File: config.mk
export PLATFORM = sky130hd
export DESIGN_NAME = roce_meta_shim
export DESIGN_NICKNAME = d
export VERILOG_FILES = /design/src/roce_meta_pkg.sv /design/src/sq_encoder.sv /design/src/mem_cmd_decoder.sv /design/src/ack_decoder.sv /design/src/roce_meta_shim.sv
export VERILOG_INCLUDE_DIRS = /design/src /design/src/include
export SDC_FILE = /design/constraint.sdc
export NUM_CORES = 1
export LEC_CHECK = 0
export BUFFER_PORTS_ARGS = -buffer_cell sky130_fd_sc_hd__buf_2
export CORE_AREA = 10 10 421 423
export CTS_CLUSTER_SIZE = 12
export DETAILED_ROUTE_END_ITERATION = 16
export DIE_AREA = 0 0 431 433
export PLACE_DENSITY = 0.4
export SYNTH_ARGS = -nofsm -noshare
export SYNTH_HDL_FRONTEND = slang
export SYNTH_HIERARCHICAL = 1
export SYNTH_SLANG_ARGS = --single-unit
File: constraint.sdc
create_clock -name nclk -period 2.1 [get_ports nclk]
set_input_delay 0.105 -clock nclk [delete_from_list [all_inputs] [get_ports nclk]]
set_output_delay 0.105 -clock nclk [all_outputs]
set_load 0.01 [all_outputs]
File: src/include/roce_meta_settings.svh
// Field widths and bit offsets of the RoCE core metadata words
`ifndef ROCE_META_SETTINGS_SVH
`define ROCE_META_SETTINGS_SVH

// Field widths
`define RDMA_OPCODE_BITS 5
`define PID_BITS 6
`define DEST_BITS 4
`define STRM_BITS 2
`define RDMA_QPN_BITS 24
`define VADDR_BITS 48
`define RDMA_VADDR_BITS 64
`define LEN_BITS 28
`define RDMA_LEN_BITS 32
`define OFFS_BITS 6
`define RDMA_IMM_BITS 32
`define ECN_BITS 1

// Flat word widths
`define RDMA_REQ_BITS 256
`define RDMA_ACK_BITS 96
`define RDMA_BASE_REQ_BITS 160

// QPN starts at bit 32 in every word
`define RDMA_QPN_OFFS 32
`define RDMA_QPN_PAD_BITS (`RDMA_QPN_BITS - `DEST_BITS - `PID_BITS)

// Send-queue word
`define SQ_HOST_OFFS (`RDMA_QPN_OFFS + `RDMA_QPN_BITS)
`define SQ_LAST_OFFS (`SQ_HOST_OFFS + 1)
`define SQ_OFFS_OFFS (`SQ_LAST_OFFS + 1)
`define SQ_LVADDR_OFFS (`SQ_OFFS_OFFS + `OFFS_BITS)
`define SQ_RVADDR_OFFS (`SQ_LVADDR_OFFS + `RDMA_VADDR_BITS)
`define SQ_LEN_OFFS (`SQ_RVADDR_OFFS + `RDMA_VADDR_BITS)
`define SQ_IMM_OFFS (`SQ_LEN_OFFS + `RDMA_LEN_BITS)
`define SQ_LVADDR_PAD_BITS (`RDMA_VADDR_BITS - `VADDR_BITS)
`define SQ_RVADDR_PAD_BITS (`RDMA_VADDR_BITS - `VADDR_BITS - `DEST_BITS - `STRM_BITS)
// Remote offset bits that fit above remote len in the immediate
`define SQ_IMM_OFFS_BITS (`RDMA_IMM_BITS - `LEN_BITS)

// Ack word
`define ACK_HOST_OFFS (`RDMA_QPN_OFFS + `RDMA_QPN_BITS)
`define ACK_DEST_OFFS (`ACK_HOST_OFFS + 1)
`define ACK_STRM_OFFS (`ACK_DEST_OFFS + `DEST_BITS)
`define ACK_LAST_OFFS (`ACK_STRM_OFFS + `STRM_BITS)
`define ACK_ECN_OFFS (`ACK_LAST_OFFS + 1)

// Memory command word
`define CMD_LAST_OFFS (`RDMA_QPN_OFFS + `RDMA_QPN_BITS)
`define CMD_VADDR_OFFS (`CMD_LAST_OFFS + 1)
`define CMD_DEST_OFFS (`CMD_VADDR_OFFS + `VADDR_BITS)
`define CMD_STRM_OFFS (`CMD_DEST_OFFS + `DEST_BITS)
`define CMD_LEN_OFFS (`CMD_STRM_OFFS + `STRM_BITS)
`define CMD_ACTV_OFFS (`CMD_LEN_OFFS + `LEN_BITS)
`define CMD_HOST_OFFS (`CMD_ACTV_OFFS + 1)
`define CMD_OFFS_OFFS (`CMD_HOST_OFFS + 1)

`endif

File: src/roce_meta_pkg.sv
// Queue-pair number views shared by the send-queue encoder and the decoders
`default_nettype none

`include "roce_meta_settings.svh"

package roce_meta_pkg;

  // QPN as the core sees it
  // Pad on top, then vfid, pid in the low bits
  typedef struct packed {
    logic [`RDMA_QPN_PAD_BITS-1:0] pad;
    logic [`DEST_BITS-1:0]         vfid;
    logic [`PID_BITS-1:0]          pid;
  } qpn_fields_t;

  // Same 24 bits, raw or split
  typedef union packed {
    logic [`RDMA_QPN_BITS-1:0] raw;
    qpn_fields_t               fields;
  } qpn_u;

endpackage

`default_nettype wire

File: src/sq_encoder.sv
// Send-queue encoder, packs a user request into the flat core send-queue word
`timescale 1ns/1ps
`default_nettype none

`include "roce_meta_settings.svh"

module sq_encoder (
  input  logic                            nclk,
  input  logic                            arst_n,
  // User request, first half
  input  logic                            sq_valid,
  input  logic [`RDMA_OPCODE_BITS-1:0]    sq_opcode,
  input  logic [`PID_BITS-1:0]            sq_pid,
  input  logic [`DEST_BITS-1:0]           sq_vfid,
  input  logic                            sq_host,
  input  logic                            sq_last,
  input  logic [`OFFS_BITS-1:0]           sq_offs,
  input  logic [`VADDR_BITS-1:0]          sq_vaddr,
  input  logic [`DEST_BITS-1:0]           sq_dest,
  input  logic [`RDMA_LEN_BITS-1:0]       sq_len,
  // Remote half
  input  logic [`STRM_BITS-1:0]           sq_strm,
  input  logic [`VADDR_BITS-1:0]          sq_remote_vaddr,
  input  logic [`OFFS_BITS-1:0]           sq_remote_offs,
  input  logic [`LEN_BITS-1:0]            sq_remote_len,
  // Core side
  output logic                            core_sq_valid,
  output logic [`RDMA_REQ_BITS-1:0]       core_sq_data
);

  roce_meta_pkg::qpn_u            sq_qpn;
  logic [`RDMA_REQ_BITS-1:0]      sq_word;

  always_comb begin
    // QPN with pad cleared
    sq_qpn             = '0;
    sq_qpn.fields.vfid = sq_vfid;
    sq_qpn.fields.pid  = sq_pid;

    // Anything not written below stays zero
    sq_word = '0;
    sq_word[0 +: `RDMA_OPCODE_BITS]            = sq_opcode;
    sq_word[`RDMA_QPN_OFFS +: `RDMA_QPN_BITS]  = sq_qpn.raw;
    sq_word[`SQ_HOST_OFFS]                     = sq_host;
    sq_word[`SQ_LAST_OFFS]                     = sq_last;
    sq_word[`SQ_OFFS_OFFS +: `OFFS_BITS]       = sq_offs;
    // Local vaddr, zero extended to 64
    sq_word[`SQ_LVADDR_OFFS +: `RDMA_VADDR_BITS] =
      {{`SQ_LVADDR_PAD_BITS{1'b0}}, sq_vaddr};
    // Remote vaddr word carries strm and dest above the address
    sq_word[`SQ_RVADDR_OFFS +: `RDMA_VADDR_BITS] =
      {{`SQ_RVADDR_PAD_BITS{1'b0}}, sq_strm, sq_dest, sq_remote_vaddr};
    sq_word[`SQ_LEN_OFFS +: `RDMA_LEN_BITS]    = sq_len;
    // Immediate holds low remote offs bits over remote len
    sq_word[`SQ_IMM_OFFS +: `RDMA_IMM_BITS]    =
      {sq_remote_offs[`SQ_IMM_OFFS_BITS-1:0], sq_remote_len};
  end

  // One register stage, word loads only on a strobe
  always_ff @(posedge nclk or negedge arst_n) begin
    if (!arst_n) begin
      core_sq_valid <= 1'b0;
      core_sq_data  <= '0;
    end else begin
      core_sq_valid <= sq_valid;
      if (sq_valid) begin
        core_sq_data <= sq_word;
      end
    end
  end

endmodule

`default_nettype wire

File: src/mem_cmd_decoder.sv
// Memory command decoder, splits a flat core read or write command into request fields
`timescale 1ns/1ps
`default_nettype none

`include "roce_meta_settings.svh"

module mem_cmd_decoder (
  input  logic                            nclk,
  input  logic                            arst_n,
  // Core command
  input  logic                            cmd_valid,
  input  logic [`RDMA_BASE_REQ_BITS-1:0]  cmd_data,
  // Decoded request
  output logic                            req_valid,
  output logic [`RDMA_OPCODE_BITS-1:0]    req_opcode,
  output logic [`PID_BITS-1:0]            req_pid,
  output logic [`DEST_BITS-1:0]           req_vfid,
  output logic                            req_last,
  output logic [`VADDR_BITS-1:0]          req_vaddr,
  output logic [`DEST_BITS-1:0]           req_dest,
  output logic [`STRM_BITS-1:0]           req_strm,
  output logic [`LEN_BITS-1:0]            req_len,
  output logic                            req_actv,
  output logic                            req_host,
  output logic [`OFFS_BITS-1:0]           req_offs
);

  roce_meta_pkg::qpn_u cmd_qpn;

  // QPN read through the split view
  // Pad above vfid goes nowhere
  assign cmd_qpn.raw = cmd_data[`RDMA_QPN_OFFS +: `RDMA_QPN_BITS];

  always_ff @(posedge nclk or negedge arst_n) begin
    if (!arst_n) begin
      req_valid  <= 1'b0;
      req_opcode <= '0;
      req_pid    <= '0;
      req_vfid   <= '0;
      req_last   <= 1'b0;
      req_vaddr  <= '0;
      req_dest   <= '0;
      req_strm   <= '0;
      req_len    <= '0;
      req_actv   <= 1'b0;
      req_host   <= 1'b0;
      req_offs   <= '0;
    end else begin
      req_valid <= cmd_valid;
      // Fields hold until the next command
      if (cmd_valid) begin
        req_opcode <= cmd_data[0 +: `RDMA_OPCODE_BITS];
        req_pid    <= cmd_qpn.fields.pid;
        req_vfid   <= cmd_qpn.fields.vfid;
        req_last   <= cmd_data[`CMD_LAST_OFFS];
        req_vaddr  <= cmd_data[`CMD_VADDR_OFFS +: `VADDR_BITS];
        req_dest   <= cmd_data[`CMD_DEST_OFFS +: `DEST_BITS];
        req_strm   <= cmd_data[`CMD_STRM_OFFS +: `STRM_BITS];
        req_len    <= cmd_data[`CMD_LEN_OFFS +: `LEN_BITS];
        req_actv   <= cmd_data[`CMD_ACTV_OFFS];
        req_host   <= cmd_data[`CMD_HOST_OFFS];
        req_offs   <= cmd_data[`CMD_OFFS_OFFS +: `OFFS_BITS];
      end
    end
  end

endmodule

`default_nettype wire

File: src/ack_decoder.sv
// Ack decoder, slices the flat core ack word into user completion fields
`timescale 1ns/1ps
`default_nettype none

`include "roce_meta_settings.svh"

module ack_decoder (
  input  logic                            nclk,
  input  logic                            arst_n,
  // Core ack
  input  logic                            core_ack_valid,
  input  logic [`RDMA_ACK_BITS-1:0]       core_ack_data,
  // User completion
  output logic                            ack_valid,
  output logic [`RDMA_OPCODE_BITS-1:0]    ack_opcode,
  output logic [`PID_BITS-1:0]            ack_pid,
  output logic [`DEST_BITS-1:0]           ack_vfid,
  output logic                            ack_host,
  output logic [`DEST_BITS-1:0]           ack_dest,
  output logic [`STRM_BITS-1:0]           ack_strm,
  output logic                            ack_last,
  output logic [`ECN_BITS-1:0]            ack_ecn
);

  roce_meta_pkg::qpn_u ack_qpn;

  // pid and vfid sit in the low QPN bits
  assign ack_qpn.raw = core_ack_data[`RDMA_QPN_OFFS +: `RDMA_QPN_BITS];

  always_ff @(posedge nclk or negedge arst_n) begin
    if (!arst_n) begin
      ack_valid  <= 1'b0;
      ack_opcode <= '0;
      ack_pid    <= '0;
      ack_vfid   <= '0;
      ack_host   <= 1'b0;
      ack_dest   <= '0;
      ack_strm   <= '0;
      ack_last   <= 1'b0;
      ack_ecn    <= '0;
    end else begin
      ack_valid <= core_ack_valid;
      if (core_ack_valid) begin
        ack_opcode <= core_ack_data[0 +: `RDMA_OPCODE_BITS];
        ack_pid    <= ack_qpn.fields.pid;
        ack_vfid   <= ack_qpn.fields.vfid;
        ack_host   <= core_ack_data[`ACK_HOST_OFFS];
        ack_dest   <= core_ack_data[`ACK_DEST_OFFS +: `DEST_BITS];
        ack_strm   <= core_ack_data[`ACK_STRM_OFFS +: `STRM_BITS];
        ack_last   <= core_ack_data[`ACK_LAST_OFFS];
        // Congestion mark right after last
        ack_ecn    <= core_ack_data[`ACK_ECN_OFFS +: `ECN_BITS];
      end
    end
  end

endmodule

`default_nettype wire

File: src/roce_meta_shim.sv
// RoCE metadata shim top, send-queue encoder, read and write command decoders, ack decoder
`timescale 1ns/1ps
`default_nettype none

`include "roce_meta_settings.svh"

module roce_meta_shim (
  input  logic                            nclk,
  input  logic                            arst_n,
  // User send-queue request
  input  logic                            sq_valid,
  input  logic [`RDMA_OPCODE_BITS-1:0]    sq_opcode,
  input  logic [`PID_BITS-1:0]            sq_pid,
  input  logic [`DEST_BITS-1:0]           sq_vfid,
  input  logic                            sq_host,
  input  logic                            sq_last,
  input  logic [`OFFS_BITS-1:0]           sq_offs,
  input  logic [`VADDR_BITS-1:0]          sq_vaddr,
  input  logic [`DEST_BITS-1:0]           sq_dest,
  input  logic [`STRM_BITS-1:0]           sq_strm,
  input  logic [`RDMA_LEN_BITS-1:0]       sq_len,
  input  logic [`VADDR_BITS-1:0]          sq_remote_vaddr,
  input  logic [`OFFS_BITS-1:0]           sq_remote_offs,
  input  logic [`LEN_BITS-1:0]            sq_remote_len,
  // Core send-queue word
  output logic                            core_sq_valid,
  output logic [`RDMA_REQ_BITS-1:0]       core_sq_data,
  // Core ack word
  input  logic                            core_ack_valid,
  input  logic [`RDMA_ACK_BITS-1:0]       core_ack_data,
  // User ack
  output logic                            ack_valid,
  output logic [`RDMA_OPCODE_BITS-1:0]    ack_opcode,
  output logic [`PID_BITS-1:0]            ack_pid,
  output logic [`DEST_BITS-1:0]           ack_vfid,
  output logic                            ack_host,
  output logic [`DEST_BITS-1:0]           ack_dest,
  output logic [`STRM_BITS-1:0]           ack_strm,
  output logic                            ack_last,
  output logic [`ECN_BITS-1:0]            ack_ecn,
  // Core read command
  input  logic                            core_rd_cmd_valid,
  input  logic [`RDMA_BASE_REQ_BITS-1:0]  core_rd_cmd_data,
  // Read request
  output logic                            rd_req_valid,
  output logic [`RDMA_OPCODE_BITS-1:0]    rd_req_opcode,
  output logic [`PID_BITS-1:0]            rd_req_pid,
  output logic [`DEST_BITS-1:0]           rd_req_vfid,
  output logic                            rd_req_last,
  output logic [`VADDR_BITS-1:0]          rd_req_vaddr,
  output logic [`DEST_BITS-1:0]           rd_req_dest,
  output logic [`STRM_BITS-1:0]           rd_req_strm,
  output logic [`LEN_BITS-1:0]            rd_req_len,
  output logic                            rd_req_actv,
  output logic                            rd_req_host,
  output logic [`OFFS_BITS-1:0]           rd_req_offs,
  // Core write command
  input  logic                            core_wr_cmd_valid,
  input  logic [`RDMA_BASE_REQ_BITS-1:0]  core_wr_cmd_data,
  // Write request
  output logic                            wr_req_valid,
  output logic [`RDMA_OPCODE_BITS-1:0]    wr_req_opcode,
  output logic [`PID_BITS-1:0]            wr_req_pid,
  output logic [`DEST_BITS-1:0]           wr_req_vfid,
  output logic                            wr_req_last,
  output logic [`VADDR_BITS-1:0]          wr_req_vaddr,
  output logic [`DEST_BITS-1:0]           wr_req_dest,
  output logic [`STRM_BITS-1:0]           wr_req_strm,
  output logic [`LEN_BITS-1:0]            wr_req_len,
  output logic                            wr_req_actv,
  output logic                            wr_req_host,
  output logic [`OFFS_BITS-1:0]           wr_req_offs
);

  // Input side, user request to core word
  sq_encoder inst_sq_encoder (
    .nclk            (nclk),
    .arst_n          (arst_n),
    .sq_valid        (sq_valid),
    .sq_opcode       (sq_opcode),
    .sq_pid          (sq_pid),
    .sq_vfid         (sq_vfid),
    .sq_host         (sq_host),
    .sq_last         (sq_last),
    .sq_offs         (sq_offs),
    .sq_vaddr        (sq_vaddr),
    .sq_dest         (sq_dest),
    .sq_len          (sq_len),
    .sq_strm         (sq_strm),
    .sq_remote_vaddr (sq_remote_vaddr),
    .sq_remote_offs  (sq_remote_offs),
    .sq_remote_len   (sq_remote_len),
    .core_sq_valid   (core_sq_valid),
    .core_sq_data    (core_sq_data)
  );

  // Read commands from the core
  mem_cmd_decoder inst_rd_cmd_decoder (
    .nclk       (nclk),
    .arst_n     (arst_n),
    .cmd_valid  (core_rd_cmd_valid),
    .cmd_data   (core_rd_cmd_data),
    .req_valid  (rd_req_valid),
    .req_opcode (rd_req_opcode),
    .req_pid    (rd_req_pid),
    .req_vfid   (rd_req_vfid),
    .req_last   (rd_req_last),
    .req_vaddr  (rd_req_vaddr),
    .req_dest   (rd_req_dest),
    .req_strm   (rd_req_strm),
    .req_len    (rd_req_len),
    .req_actv   (rd_req_actv),
    .req_host   (rd_req_host),
    .req_offs   (rd_req_offs)
  );

  // Write commands, same layout
  mem_cmd_decoder inst_wr_cmd_decoder (
    .nclk       (nclk),
    .arst_n     (arst_n),
    .cmd_valid  (core_wr_cmd_valid),
    .cmd_data   (core_wr_cmd_data),
    .req_valid  (wr_req_valid),
    .req_opcode (wr_req_opcode),
    .req_pid    (wr_req_pid),
    .req_vfid   (wr_req_vfid),
    .req_last   (wr_req_last),
    .req_vaddr  (wr_req_vaddr),
    .req_dest   (wr_req_dest),
    .req_strm   (wr_req_strm),
    .req_len    (wr_req_len),
    .req_actv   (wr_req_actv),
    .req_host   (wr_req_host),
    .req_offs   (wr_req_offs)
  );

  // Output side, core ack to user completion
  ack_decoder inst_ack_decoder (
    .nclk           (nclk),
    .arst_n         (arst_n),
    .core_ack_valid (core_ack_valid),
    .core_ack_data  (core_ack_data),
    .ack_valid      (ack_valid),
    .ack_opcode     (ack_opcode),
    .ack_pid        (ack_pid),
    .ack_vfid       (ack_vfid),
    .ack_host       (ack_host),
    .ack_dest       (ack_dest),
    .ack_strm       (ack_strm),
    .ack_last       (ack_last),
    .ack_ecn        (ack_ecn)
  );

endmodule

`default_nettype wire

* After elaboration in Yosys (flattened, before gate mapping) *
Cells that the tools add are included.

word-level totals
  bits in registers = 429
  input port bits = 613

* Logic depth before layout (Yosys ltp) *
  word-level depth = 0
  depth in mapped cells = 4
  mapped depth without buffers = 1

* By module *
The synthesis kept the hierarchy.

by module, submodules not included
  module           cells each  area each (sq um)  instances
  mem_cmd_decoder  225         4119.0             2
  sq_encoder       468         7957.6             1
  ack_decoder      52          1022.2             1

* Worst setup path after synthesis *
OpenSTA, ideal clock, no wires.

  path kind = input-to-reg
  start point = input port sq_valid
  end point = register inst_sq_encoder.core_sq_data[134]
  setup slack = 1.154 ns
  setup time = 0.125 ns
  buffers on the path = 3
  cell stages on the path = 4
  arrival time = 0.821 ns
  cell sequence = buf_6 -> buf_6 -> buf_6 -> mux2_4

RTL lines
  item                    RTL line              text
  start: declaration      roce_meta_shim.sv:11  input logic sq_valid,
  end signal: assignment  sq_encoder.sv:67      core_sq_data <= sq_word;
  end: declaration        sq_encoder.sv:28      output logic [`RDMA_REQ_BITS-1:0] core_sq_data

No word-level cell between the ends.

* Final worst setup path *
  start point = input port core_ack_valid
  end point = register inst_ack_decoder.ack_vfid[3]

RTL lines
  item                    RTL line              text
  start: declaration      roce_meta_shim.sv:29  input logic core_ack_valid,
  end signal: assignment  ack_decoder.sv:46     ack_vfid <= ack_qpn.fields.vfid;
  end: declaration        ack_decoder.sv:17     output logic [`DEST_BITS-1:0] ack_vfid,

No word-level cell between the ends.

==> metrics.yaml <==
status: "finished clean"
clk_latency_ns: 0.72
hold_viol: 0
netlist_instances: 970
cp-end-kind: "flop"
wirelength_mm: 126
cts_resized: 0
antenna_found_initial: 121
required_ns: 2.70
fin_crit_ns: 1.62
io_buffers: 859
areaGrowthSynthToFinish_pct: 83.2
clock_sinks: 429
synth_top_area_share: 0.624
placed_cell_area_um2: 24000
arrival_ns: 2.22
synth_seq_area_share: 0.624
numCtsBuffers: 61
die_h_um: 433
die_x_um: 431
yosys_warnings: 6
clock_skew_ns: 0
r2r_end: "inst_ack_decoder/ack_vfid[3]"
fin_nets: 3008
num_vias: 14100
gp_congestion: 0.750
fin_util: 0.187
multi_input_comb_area_um2: 5790
pwr-share-seq: 0.365
power_mw: 26.1
die_area_um2: 187000
core_um2: 169000
clk_pin_slew_ns: 0.06
holdWs_ns: 0.145
cts_tree: "done"
crit_type: "in -> reg"
cts_hold_buf: 521
r2r-start: "inst_ack_decoder/ack_vfid[3]"
synthTopCellsByArea: "dfrtp_1 62%, mux2_4 17%, mux2_2 15%"
syn_area_per_cell_um2: 17.8
p_leak_nw: 14.6
slew_headroom: 0.429
synth-seq-cells: 429
powerDensity_nw_per_um2: 829
synth_area_um2: 17200
yosysTopAreaCell: "dfrtp_1"
fmax_mhz: 617
routed_via_density: 3.00
rsz0062_at_grt: "false"
timing.critical_path.buf_inv: 3
cp_top_family: "buffers and inverters"
synth_cell_type_count: 8
grt.overflow.total: 0
ir_drop_mv: 0.734
post_cts_buffers: 0
io-pin-count: 1109
switching_power_mw: 7.74
first_pass_iters: 4
switching_share: 0.296
fin_area_um2: 31500
routedWlPerCell_um: 26.7
tightest_slew_ns: 0.857
critPathMaxFanout: 25
period_share: 0.772
dp.final_hpwl_mm: 108
setup_viol_count_final: 0
grt_pass1_wl_mm: 160
setup-tns-final_ns: 0
cts-htree-levels: 2
worst_path_largest_cell_delay_ns: 0.67
final_cell_mix: "855 x buf_2, 520 x dlygate4sd3_1, 429 x dfrtp_1"
drive_gt1_frac: 0.581
clockBufferDepth: 3
first_global_vias: 15600
clock_tree.root_cell: "clkbuf_16"
rr_worst_depth: 2
cpMostUsedCell: "dlygate4sd3_1"
internal_power_mw: 18.4
drt_iter0_drc: 403
crit_slowest_cell: "buf_2"
clockPowerShare: 0.426
fillers: 18400
drv_cap: 0
worstPathCellList: "dlygate4sd3_1, buf_2, mux2_4, dlygate4sd3_1"
rrSetupSlack_ns: 0.76
share_comb_of_total_power: 0.208
grt_max_degree: 66
ant_nets: 0
start_kind: "primary input"
finalMaxSlewViolations: 0
hp-class: "in -> async"
initial_core_util: 0.102
grt_use_total: 0.130
drc_errors: 0
layout_commonest_cell: "buf_2"
seq_area_um2: 10700
fp-row-count: 151
## cells in the mapped netlist
library cell / instances
buf_4: 67
conb_1: 1
buf_6: 27
mux2_2: 225
buf_12: 2
dfrtp_1: 429
buf_2: 19
mux2_4: 200
## flip-flops by register name, indices dropped and copies added (netlist names), 5 cells and up
signal                          flops
inst_rd_cmd_decoder/req_pid         6
inst_rd_cmd_decoder/req_vaddr      48
inst_ack_decoder/ack_pid            6
inst_rd_cmd_decoder/req_offs        6
inst_wr_cmd_decoder/req_opcode      5
inst_sq_encoder/core_sq_data      189
inst_wr_cmd_decoder/req_vaddr      48
inst_wr_cmd_decoder/req_pid         6
inst_wr_cmd_decoder/req_len        28
inst_rd_cmd_decoder/req_opcode      5
inst_rd_cmd_decoder/req_len        28
inst_ack_decoder/ack_opcode         5
inst_wr_cmd_decoder/req_offs        6
## per-layer routing
| layer | GRT usage | up-vias | part of all wire |
|---|---|---|---|
| met1 | 0.138 | 6994 | 0.36 |
| met4 | 0.0455 | 96 | 0.037 |
| met2 | 0.214 | 612 | 0.47 |
| met5 | 0 | - | 0.0045 |
| met3 | 0.0742 | 221 | 0.13 |
| li1 | - | 6208 | - |
## cell families (layout without fill, tap and decap cells)
kind of cell           after synthesis  count (layout)  synth area share
other                                1             118          0.000218
buffers and inverters              115            1524            0.0547
muxes                              425             425             0.322
DFF                                429             429             0.624
## metrics by stage
step / instances / setup WS [ns]
after floorplan: 1036 / 1.15
after global placement: 4029 / 0.724
after detailed placement: 4029 / 0.742
after CTS: 4663 / 0.537
after global routing: 4692 / 0.501
final: 4714 / 0.478
## layout make-up
type | instances | area share
sequential | 429 | 0.340
timing repair buffer | 1411 | 0.315
multi-input combinational | 492 | 0.184
tap | 2218 | 0.0880
clock buffer | 87 | 0.0573
clock inverter | 26 | 0.0113
antenna | 51 | 0.00405
## how the worst max path moves through the flow
stage	cells past startpoint	endpoint	startpoint	slack, ns
2_1_floorplan	4	inst_sq_encoder/core_sq_data[134]	sq_valid	1.15
3_3_place_gp	3	inst_rd_cmd_decoder/req_strm[1]	core_rd_cmd_valid	0.72
3_5_place_dp	3	inst_rd_cmd_decoder/req_len[27]	core_rd_cmd_valid	0.74
4_1_cts	1	wr_req_len[19]	inst_wr_cmd_decoder/req_len[19]	0.54
5_1_grt	4	inst_ack_decoder/ack_vfid[3]	core_ack_valid	0.50
6_report	4	inst_ack_decoder/ack_vfid[3]	core_ack_valid	0.48
## tightest hold or removal path: stages
cell and delay, ns:
dlygate4sd3_1 0.57, buf_8 0.30, buf_16 0.25
## power by group through the flow
stage / Clock (mW) / Sequential (mW) / Combinational, mW
floorplan: 0 / 10.0 / 1.44
global placement: 0 / 9.68 / 4.59
detailed placement: 0 / 9.70 / 4.59
CTS: 11.7 / 9.56 / 5.69
global route: 11.9 / 9.67 / 5.86
finish: 11.1 / 9.55 / 5.45
No activity file was read; power rests on OpenSTA's default activity.
